`src/source/mulDivPkg.sv`:
```
/* Shared types for the multiply/divide unit: word size, request opcodes,
   divider FSM states and the request and HI/LO result structs. */
`default_nettype none

package mulDivPkg;

	localparam int dataWidth = 32; // fixed by the instruction set

	typedef enum logic [2:0] {
		MD_NONE,
		MD_MULT,
		MD_MULTU,
		MD_DIV,
		MD_DIVU,
		MD_MTHI,
		MD_MTLO
	} mdOp;

	typedef enum logic [1:0] {
		DIV_FREE,
		DIV_BY_ZERO,
		DIV_ON,
		DIV_END
	} divState;

	typedef struct packed {
		mdOp                  op;
		logic [dataWidth-1:0] opA;
		logic [dataWidth-1:0] opB;
	} mdRequest;

	typedef struct packed {
		logic [dataWidth-1:0] hi; // remainder for divides
		logic [dataWidth-1:0] lo; // quotient for divides
	} hiLoPair;

endpackage

`default_nettype wire

```
`src/source/divider.sv`:
```
/* Restoring radix-2 divider, one quotient bit per cycle. Hold start until
   ready rises, then drop it; abandon returns the FSM to idle at once. */
`timescale 1ns/100ps
`default_nettype none

module divider import mulDivPkg::*; (
	input  wire logic                 clk,
	input  wire logic                 rst,
	input  wire logic                 start,
	input  wire logic                 abandon,
	input  wire logic                 signedDiv,
	input  wire logic [dataWidth-1:0] dividend,
	input  wire logic [dataWidth-1:0] divisor,
	output logic                      ready,
	output hiLoPair                   result
);

	localparam int cntWidth = $clog2(dataWidth) + 1;

	divState              state;
	logic [cntWidth-1:0]  cnt;
	logic [2*dataWidth:0] shiftReg; // remainder above, quotient below
	logic [dataWidth-1:0] divisorReg;
	logic [dataWidth-1:0] magA;
	logic [dataWidth-1:0] magB;
	logic [dataWidth+1:0] diff;
	logic                 negQuot;
	logic                 negRem;
	logic                 lastStep;

	assign magA = (signedDiv && dividend[dataWidth-1]) ? -dividend : dividend;
	assign magB = (signedDiv && divisor[dataWidth-1]) ? -divisor : divisor;

	// trial subtraction, one bit wider than the partial remainder
	assign diff = {1'b0, shiftReg[2*dataWidth:dataWidth]} - {2'b0, divisorReg};

	assign negQuot  = signedDiv && (dividend[dataWidth-1] ^ divisor[dataWidth-1]);
	assign negRem   = signedDiv && dividend[dataWidth-1]; // remainder follows dividend
	assign lastStep = (cnt == cntWidth'(dataWidth));

	always_ff @(posedge clk or posedge rst) begin
		if (rst) begin
			state <= DIV_FREE;
			cnt   <= '0;
			ready <= 1'b0;
		end else if (abandon) begin
			state <= DIV_FREE;
			cnt   <= '0;
			ready <= 1'b0;
		end else begin
			case (state)
				DIV_FREE: begin
					ready <= 1'b0;
					if (start) begin
						cnt   <= '0;
						state <= (divisor == '0) ? DIV_BY_ZERO : DIV_ON;
					end
				end
				DIV_BY_ZERO: state <= DIV_END;
				DIV_ON: begin
					if (!lastStep) begin
						cnt <= cnt + 1'b1;
					end else begin
						cnt   <= '0;
						state <= DIV_END; // sign fix happens on this cycle
					end
				end
				DIV_END: begin
					ready <= 1'b1;
					if (!start) begin
						state <= DIV_FREE;
						ready <= 1'b0;
					end
				end
				default: state <= DIV_FREE;
			endcase
		end
	end

	always_ff @(posedge clk) begin
		case (state)
			DIV_FREE: begin
				shiftReg   <= {{dataWidth{1'b0}}, magA, 1'b0};
				divisorReg <= magB;
			end
			DIV_BY_ZERO: shiftReg <= '0;
			DIV_ON: begin
				if (!lastStep) begin
					if (diff[dataWidth+1]) // negative, restore
						shiftReg <= {shiftReg[2*dataWidth-1:0], 1'b0};
					else
						shiftReg <= {diff[dataWidth-1:0], shiftReg[dataWidth-1:0], 1'b1};
				end else begin
					if (negQuot)
						shiftReg[dataWidth-1:0] <= -shiftReg[dataWidth-1:0];
					if (negRem)
						shiftReg[2*dataWidth:dataWidth+1] <= -shiftReg[2*dataWidth:dataWidth+1];
				end
			end
			DIV_END: begin
				result.hi <= shiftReg[2*dataWidth:dataWidth+1];
				result.lo <= shiftReg[dataWidth-1:0];
			end
			default: ;
		endcase
	end

endmodule

`default_nettype wire

```
`src/source/multiplier.sv`:
```
/* Pipelined 32x32 multiplier, signed or unsigned per request.
   The product appears mulStages cycles after inValid; flush drops all in flight. */
`timescale 1ns/100ps
`default_nettype none

module multiplier import mulDivPkg::*; #(
	parameter int mulStages = 2
) (
	input  wire logic                 clk,
	input  wire logic                 rst,
	input  wire logic                 inValid,
	input  wire logic                 signedMul,
	input  wire logic [dataWidth-1:0] opA,
	input  wire logic [dataWidth-1:0] opB,
	input  wire logic                 flush,
	output logic                      outValid,
	output hiLoPair                   product
);

	logic signed [dataWidth:0]       extA;
	logic signed [dataWidth:0]       extB;
	logic signed [2*dataWidth+1:0]   fullProd;
	logic        [mulStages-1:0]     validPipe;
	hiLoPair                         prodPipe [mulStages];

	// one extra bit makes a single signed multiply cover both modes
	assign extA = {signedMul & opA[dataWidth-1], opA};
	assign extB = {signedMul & opB[dataWidth-1], opB};
	assign fullProd = extA * extB;

	always_ff @(posedge clk or posedge rst) begin
		if (rst) begin
			validPipe <= '0;
		end else if (flush) begin
			validPipe <= '0;
		end else begin
			validPipe[0] <= inValid;
			for (int i = 1; i < mulStages; i++)
				validPipe[i] <= validPipe[i-1];
		end
	end

	always_ff @(posedge clk) begin
		prodPipe[0] <= hiLoPair'(fullProd[2*dataWidth-1:0]);
		for (int i = 1; i < mulStages; i++)
			prodPipe[i] <= prodPipe[i-1];
	end

	assign outValid = validPipe[mulStages-1];
	assign product  = prodPipe[mulStages-1];

endmodule

`default_nettype wire

```
`src/source/hiLoRegs.sv`:
```
/* HI/LO register pair. Engine results load both halves at once;
   MTHI and MTLO load one half from moveData. */
`timescale 1ns/100ps
`default_nettype none

module hiLoRegs import mulDivPkg::*; (
	input  wire logic                 clk,
	input  wire logic                 rst,
	input  wire logic                 resultWe,
	input  wire hiLoPair              result,
	input  wire logic                 hiWe,
	input  wire logic                 loWe,
	input  wire logic [dataWidth-1:0] moveData,
	output hiLoPair                   hiLo
);

	hiLoPair regs;

	always_ff @(posedge clk or posedge rst) begin
		if (rst) begin
			regs <= '0;
		end else if (resultWe) begin
			regs <= result; // multiply or divide writes both
		end else begin
			if (hiWe)
				regs.hi <= moveData;
			if (loWe)
				regs.lo <= moveData;
		end
	end

	assign hiLo = regs;

endmodule

`default_nettype wire

```
`src/source/mulDivUnit.sv`:
```
/* Multiply/divide unit top level. Decodes requests from the core, runs the
   multiplier or divider, writes HI/LO and holds busy until a result lands. */
`timescale 1ns/100ps
`default_nettype none

module mulDivUnit import mulDivPkg::*; #(
	parameter int mulStages = 2
) (
	input  wire logic     clk,
	input  wire logic     rst,
	input  wire mdRequest request,
	input  wire logic     reqValid,
	input  wire logic     flush,
	output logic          busy,
	output hiLoPair       hiLo
);

	logic                 accept;
	logic                 startMul;
	logic                 startDiv;
	logic                 mulOutValid;
	hiLoPair              mulProduct;
	logic                 divStart;
	logic                 divReady;
	logic                 divDone;
	hiLoPair              divResult;
	logic [dataWidth-1:0] divA;
	logic [dataWidth-1:0] divB;
	logic                 divSigned;
	logic                 resultWe;
	hiLoPair              resultData;
	logic                 hiWe;
	logic                 loWe;

	assign accept   = reqValid && !busy; // requests during busy are dropped
	assign startMul = accept && (request.op == MD_MULT || request.op == MD_MULTU);
	assign startDiv = accept && (request.op == MD_DIV || request.op == MD_DIVU);
	assign hiWe     = accept && (request.op == MD_MTHI);
	assign loWe     = accept && (request.op == MD_MTLO);

	assign divDone    = divStart && divReady; // first ready cycle only
	assign resultWe   = (mulOutValid || divDone) && !flush;
	assign resultData = mulOutValid ? mulProduct : divResult;

	always_ff @(posedge clk or posedge rst) begin
		if (rst) begin
			busy     <= 1'b0;
			divStart <= 1'b0;
		end else if (flush) begin
			busy     <= 1'b0;
			divStart <= 1'b0;
		end else begin
			if (startMul || startDiv)
				busy <= 1'b1;
			else if (resultWe)
				busy <= 1'b0;
			if (startDiv)
				divStart <= 1'b1;
			else if (divDone)
				divStart <= 1'b0;
		end
	end

	// divider reads its operands for the whole run
	always_ff @(posedge clk) begin
		if (startDiv) begin
			divA      <= request.opA;
			divB      <= request.opB;
			divSigned <= (request.op == MD_DIV);
		end
	end

	multiplier #(.mulStages(mulStages)) mul (
		.clk       (clk),
		.rst       (rst),
		.inValid   (startMul),
		.signedMul (request.op == MD_MULT),
		.opA       (request.opA),
		.opB       (request.opB),
		.flush     (flush),
		.outValid  (mulOutValid),
		.product   (mulProduct)
	);

	divider div (
		.clk       (clk),
		.rst       (rst),
		.start     (divStart),
		.abandon   (flush),
		.signedDiv (divSigned),
		.dividend  (divA),
		.divisor   (divB),
		.ready     (divReady),
		.result    (divResult)
	);

	hiLoRegs regs (
		.clk      (clk),
		.rst      (rst),
		.resultWe (resultWe),
		.result   (resultData),
		.hiWe     (hiWe),
		.loWe     (loWe),
		.moveData (request.opA),
		.hiLo     (hiLo)
	);

endmodule

`default_nettype wire

```
`config.mk`:
```
export PLATFORM = sky130hd
export DESIGN_NAME = mulDivUnit
export DESIGN_NICKNAME = d
export VERILOG_FILES = /design/src/source/mulDivPkg.sv /design/src/source/divider.sv /design/src/source/multiplier.sv /design/src/source/hiLoRegs.sv /design/src/source/mulDivUnit.sv
export SDC_FILE = /design/constraint.sdc
export NUM_CORES = 2
export LEC_CHECK = 0
export BUFFER_PORTS_ARGS = -buffer_cell sky130_fd_sc_hd__buf_2
export CORE_MARGIN = 2
export CORE_UTILIZATION = 40
export DETAILED_ROUTE_END_ITERATION = 6
export PLACE_DENSITY = 0.57
export SLEW_MARGIN = 20
export SYNTH_ARGS = -nofsm -noshare
export SYNTH_HDL_FRONTEND = slang
export SYNTH_HIERARCHICAL = 1
export SYNTH_SLANG_ARGS = --single-unit
```
`constraint.sdc`:
```
create_clock -name clk -period 5 [get_ports clk]
set_clock_uncertainty 0.1 [all_clocks]
set_input_delay 1 -clock clk [delete_from_list [all_inputs] [get_ports clk]]
set_output_delay 1 -clock clk [all_outputs]
set_load 0.01 [all_outputs]
```
# == Yosys cells after proc, flatten, opt, wreduce, memory -nomap -nowiden ==
# Memories as Yosys holds them, arrays and structs flattened.
# Cells that the tools add are included.
# op_classes
addsub,6
n_mul,1
n_eq_ne,16
n_mux,33
bitwise_logic,3
reduce_logical,30
# ops
cell,n
$mux 32,8
$pmux 65 s3,1
$mux 64,2
$neg 32->32,4
$mux 65,1
$mul 33x33->64,1
$sub 33x32->34,1
$logic_not 32->1,1
$mux 6,3
$reduce_bool 3->1,5
$mux 2,6
$pmux 6 s2,1
$logic_and 1x1->1,10
$eq 3x3->1 const B,3
$mux 1,9
$ne 3x2->1 const B,3
$pmux 2 s4,1
$reduce_and 2->1,4
$add 6x1->6 const B,1
$eq 3x2->1 const B,2
$eq 6x6->1 const B,1
$ne 3x3->1 const B,2
$eq 2x2->1 const B,2
$logic_or 1x1->1,4
10 further kinds,13
# word_totals
ff_bits,303
ram_bits,128
inputBits,71
out_inout_bits,65
wordCells,107
n_memories,1
# mem_list
memory,words,width,read_ports,rd_clocked_by_memory_dff,wr,line,text
mul.prodPipe,2,64,2,0,2,multiplier.sv:24,hiLoPair prodPipe [mulStages];

# == Longest topological paths before layout ==
# depth
word_depth,6
mapped_depth,30
ltp_nobuf,28

# == Modules after synthesis ==
# Netlist, hierarchy kept.
# modules_own_cells
mod,n_inst,cells_each,area_each_um2,seq_area_each_um2
multiplier,1,4398,41229.5,2612.5
divider,1,1089,10807.9,5059.9
mulDivUnit,1,159,3104.2,2001.9
hiLoRegs,1,279,3019.1,1601.5

# == Worst setup path before layout ==
# No wires, ideal clock.
# synth_path
kind,input port to flip-flop
from,input request[66] (netlist bit)
to,memory mul/prodPipe[0][58] (netlist bit)
setup_time_ns,0.129
arrival_ns,8.517
required_ns,4.771
setup_slack_ns,-3.745
stages,26
n_path_buf,3
cell_sequence,nor3b_1 -> clkbuf_1 -> clkbuf_1 -> and3_1 -> fa_1 -> fa_1 -> fa_1 -> inv_1 -> fa_1 -> inv_1 -> fa_1 -> fa_1 -> inv_1 -> fa_1 -> fa_1 -> inv_1 -> ha_1 -> clkbuf_1 -> o21a_1 -> o21ai_0 -> nand2b_1 -> and2_1 -> o2111ai_1 -> a21boi_0 -> o22a_1 -> xor2_1
# synth_lines
item,line,text
"start, declared",mulDivUnit.sv:11,"input wire mdRequest request,"
"end, declared",multiplier.sv:24,

==> key figures <==
Outcome
  – Run status: complete, but fails checks
  – Failing checks: negative setup slack

Global route
  – Vias in the first global route: 45940
  – Largest net degree at the start of global routing: 74
  – Gr usage total: 0.2396
  – Gr ovfl total: 0
  – First-pass GRT wire length: 271000 um
  – Initial antenna violation count: 13

Placed design
  – Setup WS pre-CTS: -3.911 ns
  – IO Port Bufs: 135
  – Placed inst area: 65290 um2
  – Final GP Congestion: 0.9044
  – DPL Wire Length: 144800 um

Finish
  – Layout area overhead: 20.95%
  – Commonest non-fill, non-tap cells in the layout: inv_1, fa_1, nand2_1
  – Share of post-route cells with drive strength above 1: 0.2218
  – Multi-input gate area: 43160 um2
  – Nets: 7891
  – FILL cells: 13270
  – Design Area, Final: 70340 um2
  – Commonest non-fill, non-tap cell in the layout: inv_1
  – FF/Latch Area: 11280 um2

Route
  – DR pass1 iterations: 6
  – Via count: 42940
  – Vias per inst: 5.122
  – Per-cell routed wire length: 21.30 um
  – Routed Antenna Nets: 0
  – DRC: 0
  – 1st-iter DRT viols: 2675
  – Final wirelength: 178500 um

Clock network
  – CTS Buffer Depth: 3
  – Worst-Skew Late Latency: 0.58 ns
  – CTS tree: built
  – TritonCTS Sinks: 431
  – Post-CTS Hold Buffers: 0
  – CTS buffer count: 45
  – Clock Pin Slew Worst Setup and Hold Paths: 0.06 ns
  – Htree depth: 2
  – Clock Root Buffer: clkbuf_16

Synth
  – Number of synthesized register bits: 431
  – Warnings, synthesis: 6
  – Register area share after synthesis: 0.1939
  – Synth area leader: fa_1
  – Top FF cell, synth: edfxtp_1
  – Avg Inst Size Synth: 9.816 um2
  – Async set-reset flop share out of synthesis: 0.1787
  – Synth cell types: 95
  – Synth area leaders: fa_1, edfxtp_1, inv_1
  – Synth Instances: 5925
  – Synthesized area: 58160 um2
  – EDFF count, synth: 226
  – Post-synth top area share: 0.3876
  – Mapped Nets: 7377

Floorplan
  – Initial Utilization: 0.4039
  – Row cnt: 139
  – Die Ht: 385.3 um
  – Die width: 385.3 um
  – Die Area: 148500 um2
  – Io pins: 136
  – Core region area: 144000 um2

Critical path
  – Critical path class: primary input to register
  – CP max FO: 8
  – Crit path buf inv count: 9
  – Slowest-stage cell, CP: fa_1
  – Worst Path Required: 5.39 ns
  – Crit-path most repeated cell: fa_1
  – CP Launch Type: primary input
  – Biggest cell delay along the critical path: 0.59 ns
  – CP delay by family, top: adder cells
  – Arrival @ worst endpoint: 8.45 ns
  – Setup crit end kind: register

STA
  – Endpoints failing setup: 55
  – FMAX: 124.1 MHz
  – Min cycle time layout: 8.058 ns
  – Hold WS: 0.1949 ns
  – Slew Limit Fails: 0
  – Final period util: 1.612
  – Final Hold Viols: 0
  – Unrepaired setup endpoints after global routing: yes
  – Measured slew at the worst slew-check pin: 1.063 ns
  – Final setup margin: -3.058 ns
  – Worst rel slew slack: 0.2914

Min path
  – Hold Crit Class: primary input to asynchronous set/reset pin

Run
  – Maximum capacitance violations: 0
-- cell families after synthesis --
kind of cell,synth area share
fa+ha+maj,0.4424
mux,0.02848
compound gates,0.06637
simple gates,0.1359
flops,0.1939
xor+xnor,0.02801
buf+inv,0.1049
-- worst paths after layout --
| path | end | start | slack [ns] | cells past startpoint |
|---|---|---|---|---|
| worst max-delay path | mul/prodPipe[0][62]$_DFF_P_ | request[65] | -3.06 | 27 |
| worst min-delay path | busy$_DFFE_PP0P_ | rst | 0.19 | 2 |
| worst max register to register | div/shiftReg[41]$_DFFE_PP_ | div/shiftReg[39]$_DFFE_PP_ | 1.17 | 9 |
| worst min register to register | mul/prodPipe[0][117]$_DFF_P_ | mul/prodPipe[0][53]$_DFF_P_ | 0.21 | 0 |
| max in group asynchronous | regs/hiLo[32]$_DFFE_PP0P_ | rst | 3.34 | 3 |
| min in group clk | mul/prodPipe[0][117]$_DFF_P_ | mul/prodPipe[0][53]$_DFF_P_ | 0.21 | 0 |
-- synthesized netlist by cell type, types with 71 or more instances --
library cell	number
inv_1	1159
fa_1	1126
nand2_1	878
and2_1	363
ha_1	255
clkbuf_1	254
edfxtp_1	226
nor2_1	157
a21oi_1	151
dfxtp_1	128
xnor2_1	104
o21ai_0	101
xor2_1	82
dfrtp_1	77
mux2i_1	74
o21ai_1	71
-- per-layer routing --
layer	vias up	routed length (um)	GRT usage
met5	-	15	0
met1	22270	73070	0.3105
met3	292	9010	0.02086
met4	2	7635	0.07869
met2	1178	88790	0.4218
li1	19200	-	-
-- stage by stage --
| stage | std cells | TNS (ns) | util |
|---|---|---|---|
| 2_1_floorplan | 5925 | -109.92 | - |
| 3_3_place_gp | 8190 | -166.35 | 0.4534 |
| 3_5_place_dp | 8190 | -167.69 | 0.4534 |
| 4_1_cts | 8320 | -119.33 | 0.4775 |
| 5_1_grt | 8378 | -129.92 | 0.4884 |
| 6_report | 8383 | -119.60 | 0.4885 |
-- flip-flops by register name (all words and copies together), names as in the netlist --
name / count
divA: 32
mul/validPipe: 2
div/divisorReg: 32
divStart: 1
regs/hiLo: 64
divB: 32
div/shiftReg: 65
busy: 1
divSigned: 1
div/state: 2
mul/prodPipe: 128
div/result: 64
div/ready: 1
div/cnt: 6
-- final cells by class --
type,instances,area share
Antenna cell,5,0.0001779
Clock buffer,66,0.01919
Clock inverter,17,0.002935
Inverter,1160,0.06217
Multi-Input combinational cell,3981,0.6136
Sequential cell,431,0.1603
Tap cell,1903,0.03385
Timing Repair Buffer,820,0.1078
-- repair_timing --
item	CTS	global route
setup endpoints to repair	57	56
gates resized for setup	344	254
pin swaps	158	169
buffers inserted	60	63
cloned	3	5
Power is not shown: default switching activity piles up to over one toggle a cycle in this logic, so the estimate is an artifact.
